<file path="config.mk">
export PLATFORM = sky130hd
export DESIGN_NAME = cp0_unit
export DESIGN_NICKNAME = d
export VERILOG_FILES = /design/src/hw/cp0_pkg.sv /design/src/hw/cp0_op_decode.sv /design/src/hw/cp0_regs.sv /design/src/hw/tlb_array.sv /design/src/hw/cp0_unit.sv
export VERILOG_INCLUDE_DIRS = /design/src /design/src/hw
export SDC_FILE = /design/constraint.sdc
export NUM_CORES = 2
export LEC_CHECK = 0
export ABC_AREA = 1
export BUFFER_PORTS_ARGS = -buffer_cell sky130_fd_sc_hd__buf_2
export CAP_MARGIN = 20
export CORE_MARGIN = 2
export CORE_UTILIZATION = 33
export CTS_BUF_LIST = sky130_fd_sc_hd__clkbuf_8 sky130_fd_sc_hd__clkbuf_16
export DETAILED_ROUTE_END_ITERATION = 8
export PLACE_DENSITY_LB_ADDON = 0.1
export SLEW_MARGIN = 15
export SYNTH_ARGS = -nofsm -noshare
export SYNTH_HDL_FRONTEND = slang
export SYNTH_SLANG_ARGS = --single-unit
</file>
<file path="constraint.sdc">
create_clock -name clk -period 4.25 [get_ports clk]
set_clock_uncertainty 0.2 [all_clocks]
set_input_delay 0.85 -clock clk [delete_from_list [all_inputs] [get_ports clk]]
set_output_delay 0.85 -clock clk [all_outputs]
set_load 0.03 [all_outputs]
</file>
<file path="src/hw/cp0_defines.svh">
`ifndef CP0_DEFINES_SVH
`define CP0_DEFINES_SVH

// CP0 register numbers, found in reg_addr[7:3]
`define CP0_INDEX_NUM    5'd0
`define CP0_ENTRYLO0_NUM 5'd2
`define CP0_ENTRYLO1_NUM 5'd3
`define CP0_BADVADDR_NUM 5'd8
`define CP0_COUNT_NUM    5'd9
`define CP0_ENTRYHI_NUM  5'd10
`define CP0_COMPARE_NUM  5'd11
`define CP0_STATUS_NUM   5'd12
`define CP0_CAUSE_NUM    5'd13
`define CP0_EPC_NUM      5'd14

// bit positions in the per-register strobe and select vectors
`define CP0_NREGS      10
`define CP0_R_INDEX    0
`define CP0_R_ENTRYLO0 1
`define CP0_R_ENTRYLO1 2
`define CP0_R_BADVADDR 3
`define CP0_R_COUNT    4
`define CP0_R_ENTRYHI  5
`define CP0_R_COMPARE  6
`define CP0_R_STATUS   7
`define CP0_R_CAUSE    8
`define CP0_R_EPC      9

`define CP0_TLB_NUM     16
// vpn2 19, asid 8, g 1, pfn0/c/d/v 25, pfn1/c/d/v 25
`define CP0_TLB_ENTRY_W 78

`endif

</file>
<file path="src/hw/cp0_pkg.sv">
`default_nettype none

package cp0_pkg;

	// privileged operation kind, OP_NONE is idle
	typedef enum logic [2:0] {
		OP_NONE  = 3'd0,
		OP_MFC0  = 3'd1,
		OP_MTC0  = 3'd2,
		OP_TLBP  = 3'd3,
		OP_TLBR  = 3'd4,
		OP_TLBWI = 3'd5,
		OP_ERET  = 3'd6,
		OP_EXC   = 3'd7
	} cp0_op_e;

	// Cause.ExcCode values
	typedef enum logic [4:0] {
		EXC_INT  = 5'h00,
		EXC_ADEL = 5'h04,
		EXC_ADES = 5'h05,
		EXC_SYS  = 5'h08,
		EXC_BP   = 5'h09,
		EXC_RI   = 5'h0a,
		EXC_OV   = 5'h0c
	} exc_code_e;

endpackage

`default_nettype wire

</file>
<file path="src/hw/cp0_op_decode.sv">
`default_nettype none

`include "cp0_defines.svh"

module cp0_op_decode (
	input  wire                   clk,
	input  wire                   rst,
	input  wire cp0_pkg::cp0_op_e op,
	input  wire [7:0]             reg_addr,
	input  wire [31:0]            wdata,
	input  wire [7:0]             exc_type,
	input  wire [31:0]            pc,
	input  wire                   is_slot,
	input  wire [31:0]            bad_vaddr,
	output logic [`CP0_NREGS-1:0] reg_wen,
	output logic [`CP0_NREGS-1:0] d_rsel,
	output logic [31:0]           d_wdata,
	output logic                  d_read,
	output logic                  d_tlbp,
	output logic                  d_tlbr,
	output logic                  d_tlbwi,
	output logic                  d_eret,
	output logic                  d_exc,
	output cp0_pkg::exc_code_e    d_exccode,
	output logic                  d_addr_err,
	output logic [31:0]           d_pc,
	output logic                  d_is_slot,
	output logic [31:0]           d_bad_vaddr
);

	logic [`CP0_NREGS-1:0] hit;
	cp0_pkg::exc_code_e    exc_code;
	logic                  addr_err;

	// only defined registers with select 0 get a strobe
	always_comb begin
		hit = '0;
		if (reg_addr[2:0] == 3'd0) begin
			case (reg_addr[7:3])
				`CP0_INDEX_NUM:    hit[`CP0_R_INDEX] = 1'b1;
				`CP0_ENTRYLO0_NUM: hit[`CP0_R_ENTRYLO0] = 1'b1;
				`CP0_ENTRYLO1_NUM: hit[`CP0_R_ENTRYLO1] = 1'b1;
				`CP0_BADVADDR_NUM: hit[`CP0_R_BADVADDR] = 1'b1;
				`CP0_COUNT_NUM:    hit[`CP0_R_COUNT] = 1'b1;
				`CP0_ENTRYHI_NUM:  hit[`CP0_R_ENTRYHI] = 1'b1;
				`CP0_COMPARE_NUM:  hit[`CP0_R_COMPARE] = 1'b1;
				`CP0_STATUS_NUM:   hit[`CP0_R_STATUS] = 1'b1;
				`CP0_CAUSE_NUM:    hit[`CP0_R_CAUSE] = 1'b1;
				`CP0_EPC_NUM:      hit[`CP0_R_EPC] = 1'b1;
				default:           hit = '0;
			endcase
		end
	end

	// flags are {int, fetch adel, load adel, store ades, sys, bp, ri, ov}
	always_comb begin
		addr_err = 1'b0;
		if (exc_type[7]) begin
			exc_code = cp0_pkg::EXC_INT;
		end else if (exc_type[6]) begin
			exc_code = cp0_pkg::EXC_ADEL;
			addr_err = 1'b1;
		end else if (exc_type[1]) begin
			exc_code = cp0_pkg::EXC_RI;
		end else if (exc_type[3]) begin
			exc_code = cp0_pkg::EXC_SYS;
		end else if (exc_type[2]) begin
			exc_code = cp0_pkg::EXC_BP;
		end else if (exc_type[0]) begin
			exc_code = cp0_pkg::EXC_OV;
		end else if (exc_type[5]) begin
			exc_code = cp0_pkg::EXC_ADEL;
			addr_err = 1'b1;
		end else begin
			exc_code = cp0_pkg::EXC_ADES;
			addr_err = exc_type[4];
		end
	end

	always_ff @(posedge clk) begin
		if (rst) begin
			reg_wen <= '0;
			d_rsel <= '0;
			d_read <= 1'b0;
			d_tlbp <= 1'b0;
			d_tlbr <= 1'b0;
			d_tlbwi <= 1'b0;
			d_eret <= 1'b0;
			d_exc <= 1'b0;
			d_addr_err <= 1'b0;
		end else begin
			reg_wen <= (op == cp0_pkg::OP_MTC0) ? hit : '0;
			d_rsel <= (op == cp0_pkg::OP_MFC0) ? hit : '0;
			d_read <= op == cp0_pkg::OP_MFC0;
			d_tlbp <= op == cp0_pkg::OP_TLBP;
			d_tlbr <= op == cp0_pkg::OP_TLBR;
			d_tlbwi <= op == cp0_pkg::OP_TLBWI;
			d_eret <= op == cp0_pkg::OP_ERET;
			d_exc <= (op == cp0_pkg::OP_EXC) && (|exc_type);
			d_addr_err <= (op == cp0_pkg::OP_EXC) && addr_err;
		end
	end

	always_ff @(posedge clk) begin
		d_wdata <= wdata;
		d_exccode <= exc_code;
		d_pc <= pc;
		d_is_slot <= is_slot;
		d_bad_vaddr <= bad_vaddr;
	end

endmodule

`default_nettype wire

</file>
<file path="src/hw/cp0_regs.sv">
`default_nettype none

`include "cp0_defines.svh"

module cp0_regs #(
	parameter int tlb_num = `CP0_TLB_NUM
) (
	input  wire                         clk,
	input  wire                         rst,
	input  wire [`CP0_NREGS-1:0]        reg_wen,
	input  wire [`CP0_NREGS-1:0]        d_rsel,
	input  wire [31:0]                  d_wdata,
	input  wire                         d_read,
	input  wire                         d_tlbp,
	input  wire                         d_tlbr,
	input  wire                         d_tlbwi,
	input  wire                         d_eret,
	input  wire                         d_exc,
	input  wire cp0_pkg::exc_code_e     d_exccode,
	input  wire                         d_addr_err,
	input  wire [31:0]                  d_pc,
	input  wire                         d_is_slot,
	input  wire [31:0]                  d_bad_vaddr,
	input  wire [5:0]                   int_num,
	input  wire [31:0]                  probe_result,
	input  wire [`CP0_TLB_ENTRY_W-1:0]  rd_entry,
	output logic [31:0]                 rdata,
	output logic                        rdata_valid,
	output logic [31:0]                 epc,
	output logic                        int_happen,
	output logic [18:0]                 probe_vpn2,
	output logic [7:0]                  probe_asid,
	output logic [$clog2(tlb_num)-1:0]  tlb_index,
	output logic [`CP0_TLB_ENTRY_W-1:0] wr_entry,
	output logic                        tlb_wen
);

	localparam int idx_w = $clog2(tlb_num);

	logic [7:0]         status_im;
	logic               status_exl;
	logic               status_ie;
	logic               cause_bd;
	logic               cause_ti;
	logic [5:0]         cause_ip_hw;
	logic [1:0]         cause_ip_sw;
	cp0_pkg::exc_code_e cause_exccode;
	logic [31:0]        badvaddr;
	logic [32:0]        count;
	logic [31:0]        compare;
	logic               index_p;
	logic [idx_w-1:0]   index_val;
	logic [18:0]        entryhi_vpn2;
	logic [7:0]         entryhi_asid;
	logic [29:0]        entrylo0;
	logic [29:0]        entrylo1;
	logic [31:0]        status_rd;
	logic [31:0]        cause_rd;
	logic [31:0]        index_rd;
	logic [31:0]        rd_mux;
	logic               epc_capture;

	// EPC and BD only follow the first exception
	assign epc_capture = d_exc && !status_exl;

	assign status_rd = {9'h0, 1'b1, 6'h0, status_im, 6'h0, status_exl, status_ie};
	assign cause_rd = {cause_bd, cause_ti, 14'h0, cause_ip_hw, cause_ip_sw, 1'b0,
		cause_exccode, 2'b00};
	assign index_rd = {index_p, {(31 - idx_w){1'b0}}, index_val};

	always_ff @(posedge clk) begin
		if (rst) begin
			status_im <= 8'h0;
			status_ie <= 1'b0;
		end else if (reg_wen[`CP0_R_STATUS]) begin
			status_im <= d_wdata[15:8];
			status_ie <= d_wdata[0];
		end
	end

	always_ff @(posedge clk) begin
		if (rst) begin
			status_exl <= 1'b0;
		end else if (d_exc) begin
			status_exl <= 1'b1;
		end else if (d_eret) begin
			status_exl <= 1'b0;
		end else if (reg_wen[`CP0_R_STATUS]) begin
			status_exl <= d_wdata[1];
		end
	end

	always_ff @(posedge clk) begin
		if (rst) begin
			cause_bd <= 1'b0;
			cause_exccode <= cp0_pkg::EXC_INT;
		end else if (d_exc) begin
			cause_exccode <= d_exccode;
			if (epc_capture) begin
				cause_bd <= d_is_slot;
			end
		end
	end

	always_ff @(posedge clk) begin
		if (rst) begin
			cause_ti <= 1'b0;
		end else if (reg_wen[`CP0_R_COMPARE]) begin
			cause_ti <= 1'b0;
		end else if (count[32:1] == compare) begin
			cause_ti <= 1'b1;
		end
	end

	// IP7 shares the timer interrupt
	always_ff @(posedge clk) begin
		if (rst) begin
			cause_ip_hw <= 6'h0;
			cause_ip_sw <= 2'b00;
		end else begin
			cause_ip_hw <= {int_num[5] | cause_ti, int_num[4:0]};
			if (reg_wen[`CP0_R_CAUSE]) begin
				cause_ip_sw <= d_wdata[9:8];
			end
		end
	end

	always_ff @(posedge clk) begin
		if (epc_capture) begin
			epc <= d_is_slot ? d_pc - 32'd4 : d_pc;
		end else if (reg_wen[`CP0_R_EPC]) begin
			epc <= d_wdata;
		end
	end

	always_ff @(posedge clk) begin
		if (d_exc && d_addr_err) begin
			badvaddr <= d_bad_vaddr;
		end
	end

	// count[0] halves the tick rate
	always_ff @(posedge clk) begin
		if (rst) begin
			count <= 33'h0;
		end else if (reg_wen[`CP0_R_COUNT]) begin
			count <= {d_wdata, 1'b0};
		end else begin
			count <= count + 33'd1;
		end
	end

	// compare starts far from count so no match right after reset
	always_ff @(posedge clk) begin
		if (rst) begin
			compare <= 32'hffff_ffff;
		end else if (reg_wen[`CP0_R_COMPARE]) begin
			compare <= d_wdata;
		end
	end

	always_ff @(posedge clk) begin
		if (rst) begin
			index_p <= 1'b0;
			index_val <= '0;
		end else if (d_tlbp) begin
			index_p <= probe_result[31];
			index_val <= probe_result[idx_w-1:0];
		end else if (reg_wen[`CP0_R_INDEX]) begin
			index_val <= d_wdata[idx_w-1:0];
		end
	end

	// tlbr refills EntryHi and both EntryLo, G goes to both
	always_ff @(posedge clk) begin
		if (d_tlbr) begin
			entryhi_vpn2 <= rd_entry[77:59];
			entryhi_asid <= rd_entry[58:51];
			entrylo0 <= {4'h0, rd_entry[49:25], rd_entry[50]};
			entrylo1 <= {4'h0, rd_entry[24:0], rd_entry[50]};
		end else begin
			if (reg_wen[`CP0_R_ENTRYHI]) begin
				entryhi_vpn2 <= d_wdata[31:13];
				entryhi_asid <= d_wdata[7:0];
			end
			if (reg_wen[`CP0_R_ENTRYLO0]) begin
				entrylo0 <= d_wdata[29:0];
			end
			if (reg_wen[`CP0_R_ENTRYLO1]) begin
				entrylo1 <= d_wdata[29:0];
			end
		end
	end

	always_comb begin
		rd_mux = {32{d_rsel[`CP0_R_INDEX]}} & index_rd;
		rd_mux |= {32{d_rsel[`CP0_R_ENTRYLO0]}} & {2'b00, entrylo0};
		rd_mux |= {32{d_rsel[`CP0_R_ENTRYLO1]}} & {2'b00, entrylo1};
		rd_mux |= {32{d_rsel[`CP0_R_BADVADDR]}} & badvaddr;
		rd_mux |= {32{d_rsel[`CP0_R_COUNT]}} & count[32:1];
		rd_mux |= {32{d_rsel[`CP0_R_ENTRYHI]}} & {entryhi_vpn2, 5'h0, entryhi_asid};
		rd_mux |= {32{d_rsel[`CP0_R_COMPARE]}} & compare;
		rd_mux |= {32{d_rsel[`CP0_R_STATUS]}} & status_rd;
		rd_mux |= {32{d_rsel[`CP0_R_CAUSE]}} & cause_rd;
		rd_mux |= {32{d_rsel[`CP0_R_EPC]}} & epc;
	end

	always_ff @(posedge clk) begin
		if (rst) begin
			rdata_valid <= 1'b0;
		end else begin
			rdata_valid <= d_read;
		end
	end

	always_ff @(posedge clk) begin
		if (d_read) begin
			rdata <= rd_mux;
		end
	end

	assign int_happen = !status_exl && status_ie &&
		(|(status_im & {cause_ip_hw, cause_ip_sw}));

	assign probe_vpn2 = entryhi_vpn2;
	assign probe_asid = entryhi_asid;
	assign tlb_index = index_val;
	assign wr_entry = {entryhi_vpn2, entryhi_asid, entrylo0[0] & entrylo1[0],
		entrylo0[25:1], entrylo1[25:1]};
	assign tlb_wen = d_tlbwi;

endmodule

`default_nettype wire

</file>
<file path="src/hw/tlb_array.sv">
`default_nettype none

`include "cp0_defines.svh"

module tlb_array #(
	parameter int tlb_num = `CP0_TLB_NUM
) (
	input  wire                         clk,
	input  wire                         rst,
	input  wire [18:0]                  probe_vpn2,
	input  wire [7:0]                   probe_asid,
	input  wire [$clog2(tlb_num)-1:0]   tlb_index,
	input  wire                         tlb_wen,
	input  wire [`CP0_TLB_ENTRY_W-1:0]  wr_entry,
	output logic [31:0]                 probe_result,
	output logic [`CP0_TLB_ENTRY_W-1:0] rd_entry
);

	localparam int idx_w = $clog2(tlb_num);

	logic [`CP0_TLB_ENTRY_W-1:0] entries [tlb_num];
	logic [tlb_num-1:0]          valid;
	logic [tlb_num-1:0]          match;
	logic                        hit;
	logic [idx_w-1:0]            hit_idx;

	always_ff @(posedge clk) begin
		if (rst) begin
			valid <= '0;
		end else if (tlb_wen) begin
			valid[tlb_index] <= 1'b1;
		end
	end

	always_ff @(posedge clk) begin
		if (tlb_wen) begin
			entries[tlb_index] <= wr_entry;
		end
	end

	// vpn2 must match, asid only when not global
	always_comb begin
		for (int i = 0; i < tlb_num; i++) begin
			match[i] = valid[i] && (entries[i][77:59] == probe_vpn2) &&
				(entries[i][50] || (entries[i][58:51] == probe_asid));
		end
	end

	// scan downward so the lowest index is the one kept
	always_comb begin
		hit = 1'b0;
		hit_idx = '0;
		for (int i = tlb_num - 1; i >= 0; i--) begin
			if (match[i]) begin
				hit = 1'b1;
				hit_idx = idx_w'(i);
			end
		end
	end

	assign probe_result = {~hit, {(31 - idx_w){1'b0}}, hit_idx};
	assign rd_entry = entries[tlb_index];

endmodule

`default_nettype wire

</file>
<file path="src/hw/cp0_unit.sv">
`default_nettype none

`include "cp0_defines.svh"

module cp0_unit #(
	parameter int tlb_num = `CP0_TLB_NUM
) (
	input  wire                   clk,
	input  wire                   rst,
	input  wire cp0_pkg::cp0_op_e op,
	input  wire [7:0]             reg_addr,
	input  wire [31:0]            wdata,
	input  wire [7:0]             exc_type,
	input  wire [31:0]            pc,
	input  wire                   is_slot,
	input  wire [31:0]            bad_vaddr,
	input  wire [5:0]             int_num,
	output wire [31:0]            rdata,
	output wire                   rdata_valid,
	output wire [31:0]            epc,
	output wire                   int_happen
);

	wire [`CP0_NREGS-1:0]        reg_wen;
	wire [`CP0_NREGS-1:0]        d_rsel;
	wire [31:0]                  d_wdata;
	wire                         d_read;
	wire                         d_tlbp;
	wire                         d_tlbr;
	wire                         d_tlbwi;
	wire                         d_eret;
	wire                         d_exc;
	wire cp0_pkg::exc_code_e     d_exccode;
	wire                         d_addr_err;
	wire [31:0]                  d_pc;
	wire                         d_is_slot;
	wire [31:0]                  d_bad_vaddr;
	wire [18:0]                  probe_vpn2;
	wire [7:0]                   probe_asid;
	wire [$clog2(tlb_num)-1:0]   tlb_index;
	wire [`CP0_TLB_ENTRY_W-1:0]  wr_entry;
	wire                         tlb_wen;
	wire [31:0]                  probe_result;
	wire [`CP0_TLB_ENTRY_W-1:0]  rd_entry;

	cp0_op_decode cp0_op_decode_inst (
		.clk(clk), .rst(rst), .op(op), .reg_addr(reg_addr), .wdata(wdata),
		.exc_type(exc_type), .pc(pc), .is_slot(is_slot), .bad_vaddr(bad_vaddr),
		.reg_wen(reg_wen), .d_rsel(d_rsel), .d_wdata(d_wdata), .d_read(d_read),
		.d_tlbp(d_tlbp), .d_tlbr(d_tlbr), .d_tlbwi(d_tlbwi), .d_eret(d_eret),
		.d_exc(d_exc), .d_exccode(d_exccode), .d_addr_err(d_addr_err),
		.d_pc(d_pc), .d_is_slot(d_is_slot), .d_bad_vaddr(d_bad_vaddr)
	);

	cp0_regs #(.tlb_num(tlb_num)) cp0_regs_inst (
		.clk(clk), .rst(rst), .reg_wen(reg_wen), .d_rsel(d_rsel), .d_wdata(d_wdata),
		.d_read(d_read), .d_tlbp(d_tlbp), .d_tlbr(d_tlbr), .d_tlbwi(d_tlbwi),
		.d_eret(d_eret), .d_exc(d_exc), .d_exccode(d_exccode),
		.d_addr_err(d_addr_err), .d_pc(d_pc), .d_is_slot(d_is_slot),
		.d_bad_vaddr(d_bad_vaddr), .int_num(int_num), .probe_result(probe_result),
		.rd_entry(rd_entry), .rdata(rdata), .rdata_valid(rdata_valid), .epc(epc),
		.int_happen(int_happen), .probe_vpn2(probe_vpn2), .probe_asid(probe_asid),
		.tlb_index(tlb_index), .wr_entry(wr_entry), .tlb_wen(tlb_wen)
	);

	tlb_array #(.tlb_num(tlb_num)) tlb_array_inst (
		.clk(clk), .rst(rst), .probe_vpn2(probe_vpn2), .probe_asid(probe_asid),
		.tlb_index(tlb_index), .tlb_wen(tlb_wen), .wr_entry(wr_entry),
		.probe_result(probe_result), .rd_entry(rd_entry)
	);

endmodule

`default_nettype wire

</file>
After elaboration in Yosys (flattened, before gate mapping):

Memory sizes are Yosys's and may differ from the RTL's. A register that Yosys moved wholly into a read port is not among the register bits.
Cells that the tools add are included.

* $add $sub $neg: 2
* $mul: 0
* div/mod/pow operators: 0
* magnitude comparators: 2
* equal/unequal tests: 49
* shift operators: 0
* multiplexer cells: 79
* bitwise logic cells: 26
* reduce and logical (&&, ||, !) cells: 74

Operator list (number)
* $eq A19 B19 Y1: 16
* $or A32 B32 Y32: 9
* $and A32 B32 Y32: 7
* $eq A8 B8 Y1: 16
* $mux W26: 4
* $mux W32: 3
* $mux W4: 24
* $and A32 B30 Y32: 2
* $mux W1: 40
* $logic_and A1 B1 Y1: 39
* $mux W19: 2
* $eq A5 B4 Y1 const B: 7
* $add A33 B1 Y33 const B: 1
* $mux W33: 1
* $and A32 B23 Y32: 1
* $eq A32 B32 Y1: 1
* $sub A32 B3 Y32 const B: 1
* $logic_or A1 B1 Y1: 16
* $mux W8: 2
* $or A16 B16 Y16: 1
* $reduce_or A8 Y1: 2
* $eq A3 B3 Y1 const B: 4
* $eq A5 B2 Y1 const B: 2
* $mux W10: 1
* other kinds (19): 30

* bits in registers: 424
* latch bits: 0
* bits in writable memories: 1248
* memory bits (read-only): 0
* output and inout port bits: 66
* logic and storage cells: 274
* memories kept: 1

Memory list
* tlb_array_inst.entries: depth 16, bits a word 78, rd ports 17, clocked after Yosys merged registers in 1, write ports 1, RTL line tlb_array.sv:21 `` logic [`CP0_TLB_ENTRY_W-1:0] entries [tlb_num]; ``

Depth between registers and ports, before layout:

An unclocked memory read counts as a cell.

* depth in word-level cells: 23
* depth in mapped cells: 26
* gate-level depth less buffers: 25

By module:

From an unflattened synthesis, not the netlist that was laid out.

* cell total of the unflattened synthesis: 5609
* area total of the unflattened synthesis: 69241.4 um^2

Modules (own cells, without submodules)
* tlb_array: instances 1, cells each 3658, area each 51951.1 um^2, seq. area each 37796.2 um^2
* cp0_regs: instances 1, cells each 1735, area each 14303.7 um^2, seq. area each 7337.0 um^2
* cp0_op_decode: instances 1, cells each 216, area each 2986.6 um^2, seq. area each 2562.5 um^2

Worst setup path after synthesis:

OpenSTA, ideal clock, no wires.

* kind: register -> register
* from: register cp0_regs_inst.index_val[3], in the netlist cp0_regs_inst.tlb_index[3]
* to: memory tlb_array_inst.entries[12][0] in the netlist's numbering (enable)
* setup time: 0.516 ns
* arrival: 3.940 ns
* required time: 3.534 ns
* path slack: -0.406 ns
* stages on the path, launching flop included: 5
* buffers on the path: 0
* cell sequence: dfxtp_1 inv_1 nor3_1 inv_1 nor2_1

RTL lines
* from (decl): RTL line cp0_regs.sv:52 `logic [idx_w-1:0] index_val;`
* from (signal assigned): RTL line cp0_regs.sv:168 `index_val <= probe_result[idx_w-1:0];`
* from (signal assigned): RTL line cp0_regs.sv:170 `index_val <= d_wdata[idx_w-1:0];`
* to (decl): RTL line tlb_array.sv:21

No word-level cell before the write port.

Worst setup path after layout:

* from: register cp0_regs_inst.entrylo0[3]
* to: register cp0_regs_inst.rdata[3] (data pin)

* longest elaborated chain between the ends: 10

RTL lines
* from (decl): RTL line cp0_regs.sv:55 `logic [29:0] entrylo0;`
* from (signal assigned): RTL line cp0_regs.sv:179 `entrylo0 <= {4'h0, rd_entry[49:25], rd_entry[50]};`
* from (signal assigned): RTL line cp0_regs.sv:187 `entrylo0 <= d_wdata[29:0];`
* $and A32 B30 Y32: RTL line cp0_regs.sv:197 `` rd_mux |= {32{d_rsel[`CP0_R_ENTRYLO0]}} & {2'b00, entrylo0}; ``
* $or A32 B32 Y32: RTL line cp0_regs.sv:197
* $or A32 B32 Y32: RTL line cp0_regs.sv:198 `` rd_mux |= {32{d_rsel[`CP0_R_ENTRYLO1]}} & {2'b00, entrylo1}; ``
* $or A32 B32 Y32: RTL line cp0_regs.sv:199 `` rd_mux |= {32{d_rsel[`CP0_R_BADVADDR]}} & badvaddr; ``
* $or A32 B32 Y32: RTL line cp0_regs.sv:200 `` rd_mux |= {32{d_rsel[`CP0_R_COUNT]}} & count[32:1]; ``
* $or A32 B32 Y32: RTL line cp0_regs.sv:201 `` rd_mux |= {32{d_rsel[`CP0_R_ENTRYHI]}} & {entryhi_vpn2, 5'h0, entryhi_asid}; ``
* $or A32 B32 Y32: RTL line cp0_regs.sv:202 `` rd_mux |= {32{d_rsel[`CP0_R_COMPARE]}} & compare; ``
* $or A32 B32 Y32: RTL line cp0_regs.sv:203 `` rd_mux |= {32{d_rsel[`CP0_R_STATUS]}} & status_rd; ``
* $or A32 B32 Y32: RTL line cp0_regs.sv:204 `` rd_mux |= {32{d_rsel[`CP0_R_CAUSE]}} & cause_rd; ``
* $or A32 B32 Y32: RTL line cp0_regs.sv:205 `` rd_mux |= {32{d_rsel[`CP0_R_EPC]}} & epc; ``
* net cp0_regs_inst.rd_mux[3]: RTL line cp0_regs.sv:60 `logic [31:0] rd_mux;`
* to (signal assigned): RTL line cp0_regs.sv:218 `rdata <= rd_mux;`
* to (decl): RTL line cp0_regs.sv:27 `output logic [31:0] rdata,`

The timed path passes the listed nets, and every way through them passes these cells.
A chain may end at the register's enable or synchronous reset.

==> out/metrics.yaml <==
synth-compound-area-share_pct: 14.2
crit_type: "reg -> reg"
fin_setup_tns_ns: 0
grt_pass1_vias: 50300
place_congestion: 0.955
ys_seq_area_share_pct: 68.0
synth_cell_types: 61
dp_hpwl_mm: 181
p_sw_uw: 8060
wl_per_cell_um: 30.5
cts_resized: 0
reg2reg_depth: 6
path_depth: 6
antenna_found_initial: 20
synth_adder_area_share_pct: 0.0356
netSwitchingFraction_pct: 22.9
outcome: "completed"
drive_gt1_share_pct: 11.1
rsz0062_at_grt: "no"
cp-start-kind: "register"
htree_levels: 4
muxShareOfSynthArea_pct: 0.0143
p_int_uw: 27100
met2_usage_pct: 39.3
nNetsFinal: 6515
num_vias: 52300
r2r_end: "cp0_regs_inst.rdata[3]"
grt_max_degree: 161
synth_edf_count: 1423
critPathLaunch: "cp0_regs_inst.entrylo0[3]"
met1_usage_pct: 37.2
drt_iter0_markers: 6180
pin_count: 190
core_area_um2: 212000
dpl.cell_count: 8917
cp_num_buf_inv: 0
critPathMaxFanout: 17
synth_warnings: 0
hold_buffers: 106
cts_max_path_buffers: 3
cp_top_family: "compound AO/OA/AOI/OAI gates"
synth-seq-cells: 1673
post-route-util_pct: 38.8
grtUsageTotal_pct: 25.8
power.leakage_uw: 0.0286
synth_top_family_by_area: "compound AO/OA/AOI/OAI gates"
arrival_ns: 4.13
power.density_nw_per_um2: 429
holdWs_ns: 0.0450
max_stage_delay_ns: 0.87
row_count: 169
rr_startpoint: "cp0_regs_inst.entrylo0[3]"
first_pass_iters: 8
drc_errors: 0
synth_xor_area_share_pct: 2.69
routed_wl_mm: 286
finalSetupViolCount: 0
r2r_setup_slack_ns: 0.50
drv_cap: 0
grt-ovfl-total: 0
clkPwrFrac_pct: 45.2
die_y_um: 465
postCtsSetupRepairBufs: 0
dieArea_um2: 216000
final_max_slew_viol_count: 0
chipWidth_um: 465
combPwrFrac_pct: 3.8
crit_path_cell_trace: "nand2_1 -> nand3_1 -> a221oi_1 -> o21ai_0 -> a221oi_1 -> nand2_1"
async_reset_ff_share_pct: 0
numClockSinks: 1673
synthesis.nets: 6245
fmax_mhz: 267
peakVddDrop_uv: 306
io_buffers: 189
fin_cells: 9379
netlist_area_um2: 70200
cts_buffers: 185
worstSetupEndpoint: "cp0_regs_inst.rdata[3]"
power.share.sequential_pct: 51.0
cpMaxStageDelayCell: "a221oi_1"
grt_pass1_wl_mm: 398
worstSkewPairLatency_ns: 0.86
grt_use_met3_pct: 4.24
synth-simple-area-share_pct: 11.0
top_usage_layer: "met2"
root_buffer: "clkbuf_16"
tritoncts: "yes"
synth_cells: 6119
period_minus_slack_ns: 3.75
slew_headroom_pct: 28.8
synth_flop_cell: "edfxtp_1"
start_util_pct: 33.1
ant_nets: 0
hold_viol: 0
end_kind: "register"
routed_via_density: 5.57
cp.required_ns: 4.64
hold_path.class: "in -> reg"
clk_pin_slew_ns: 0.06
synth.avg_cell_area_um2: 11.5
area_growth_pct: 17.0
fin_crit_sh_pct: 88.2
worst_slew_pin_slew_ns: 1.07
[how the worst min path moves through the flow]
stage	from	endpoint	slack, ns	depth (start not counted)
CTS	wdata[2]	cp0_op_decode_inst.d_wdata[2]	0.001	1
floorplan	cp0_op_decode_inst.d_bad_vaddr[0]	cp0_regs_inst.badvaddr[0]	0.19	0
global placement	cp0_op_decode_inst.d_bad_vaddr[16]	cp0_regs_inst.badvaddr[16]	0.19	0
detailed placement	cp0_op_decode_inst.d_bad_vaddr[19]	cp0_regs_inst.badvaddr[19]	0.19	0
global route	wdata[2]	cp0_op_decode_inst.d_wdata[2]	0.02	1
finish	wdata[2]	cp0_op_decode_inst.d_wdata[2]	0.04	1
[power groups by stage]
stage	clock network, uW	registers, uW	logic (uW)
floorplan	0	18200	674
global placement	0	18300	1250
finish	15900	17900	1330
detailed placement	0	18300	1250
global route	16800	18000	1430
CTS	16200	17900	1320
[final cells by class]
cell class / count / area (um^2)
inverters: 343 / 1310
flip-flops and latches: 1673 / 47800
well taps: 2821 / 3530
diodes: 10 / 25.0
fillers: 20700 / 130000
repair buffers: 478 / 3810
clock buffers: 198 / 4840
multi-input cells: 3708 / 19700
clock inverters: 148 / 1140
[layout by cell type, fill, tap and decap left out, drive strengths merged, types with 37 or more instances in the layout]
| cell | instances |
|---|---|
| dlygate4sd3 | 106 |
| o21ai | 793 |
| clkinv | 90 |
| a21oi | 203 |
| inv | 382 |
| clkbuf | 198 |
| o22ai | 166 |
| nor4 | 37 |
| o211ai | 129 |
| edfxtp | 1423 |
| nand3 | 183 |
| xor2 | 105 |
| xnor2 | 111 |
| o221ai | 169 |
| nand4 | 64 |
| o2111ai | 43 |
| nand2 | 741 |
| a221oi | 59 |
| buf | 372 |
| dfxtp | 250 |
| nor3 | 40 |
| nor2 | 754 |
[registers in the layout (all words and copies together), names as in the netlist, 9 cells and up, named ones only]
name	flops
cp0_regs_inst.epc	32
cp0_regs_inst.probe_vpn2	19
cp0_regs_inst.badvaddr	32
cp0_regs_inst.count	33
cp0_regs_inst.entrylo0	30
tlb_array_inst.entries	1248
cp0_op_decode_inst.d_rsel	10
cp0_op_decode_inst.reg_wen	9
cp0_op_decode_inst.d_bad_vaddr	32
cp0_regs_inst.entrylo1	30
cp0_op_decode_inst.d_pc	32
tlb_array_inst.valid	16
cp0_op_decode_inst.d_wdata	32
cp0_regs_inst.compare	32
cp0_regs_inst.rdata	32
[worst reg2reg max path: stages (launching register included)]
cell and delay (ns):
edfxtp_1 0.65, nand2_1 0.18, nand3_1 0.34, a221oi_1 0.88
o21ai_0 0.63, a221oi_1 0.50, nand2_1 0.12
[cells by family after synthesis]
kind of cell               count (synthesis)
buffers and inverters                    738
xor gates and xnor gates                 216
muxes                                      1
DFF                                     1673
adders and majority gates                  2
AOI/OAI and AO/OA                       1632
and+or+nand+nor                         1857
[synthesized netlist by cell type, drive strengths merged (3+ instances only)]
master | number | area, um^2
xor2 | 105 | 920
dfxtp | 250 | 5000
buf | 97 | 463
a221oi | 59 | 517
o2111ai | 43 | 377
a22o | 26 | 228
inv | 333 | 1250
o221ai | 169 | 1480
a21boi | 6 | 45.0
or2 | 22 | 138
nor3 | 40 | 233
a22oi | 6 | 45.0
nand4 | 64 | 422
a211oi | 7 | 52.6
o211ai | 129 | 968
a21oi | 203 | 1020
nor2 | 754 | 2850
a31oi | 8 | 50.1
xnor2 | 111 | 972
a221o | 4 | 40.0
nor4b | 3 | 26.3
edfxtp | 1423 | 42700
and2 | 4 | 25.0
nand3b | 3 | 22.5
o21a | 4 | 30.0
nand3 | 183 | 926
clkbuf | 298 | 1120
nand2 | 741 | 2790
o22ai | 166 | 1040
clkinv | 10 | 38.8
nor4 | 37 | 259
and3 | 4 | 25.0
o21ai | 793 | 3970
[stage by stage]
stage	worst slack [ns]	area, um^2	power, uW
CTS	0.739	82100	35500
finish	0.501	82100	35200
global placement	0.569	75100	19500
detailed placement	0.777	75100	19500
global route	0.501	82100	36200
floorplan	-0.406	70200	18900
[metal layers]
layer	wire, um	up-vias
met1	128000	26600
met4	10100	16
met5	122	-
met3	21300	396
met2	126000	2394
li1	-	22900
Note: power is estimated with default switching activity, not from simulation.
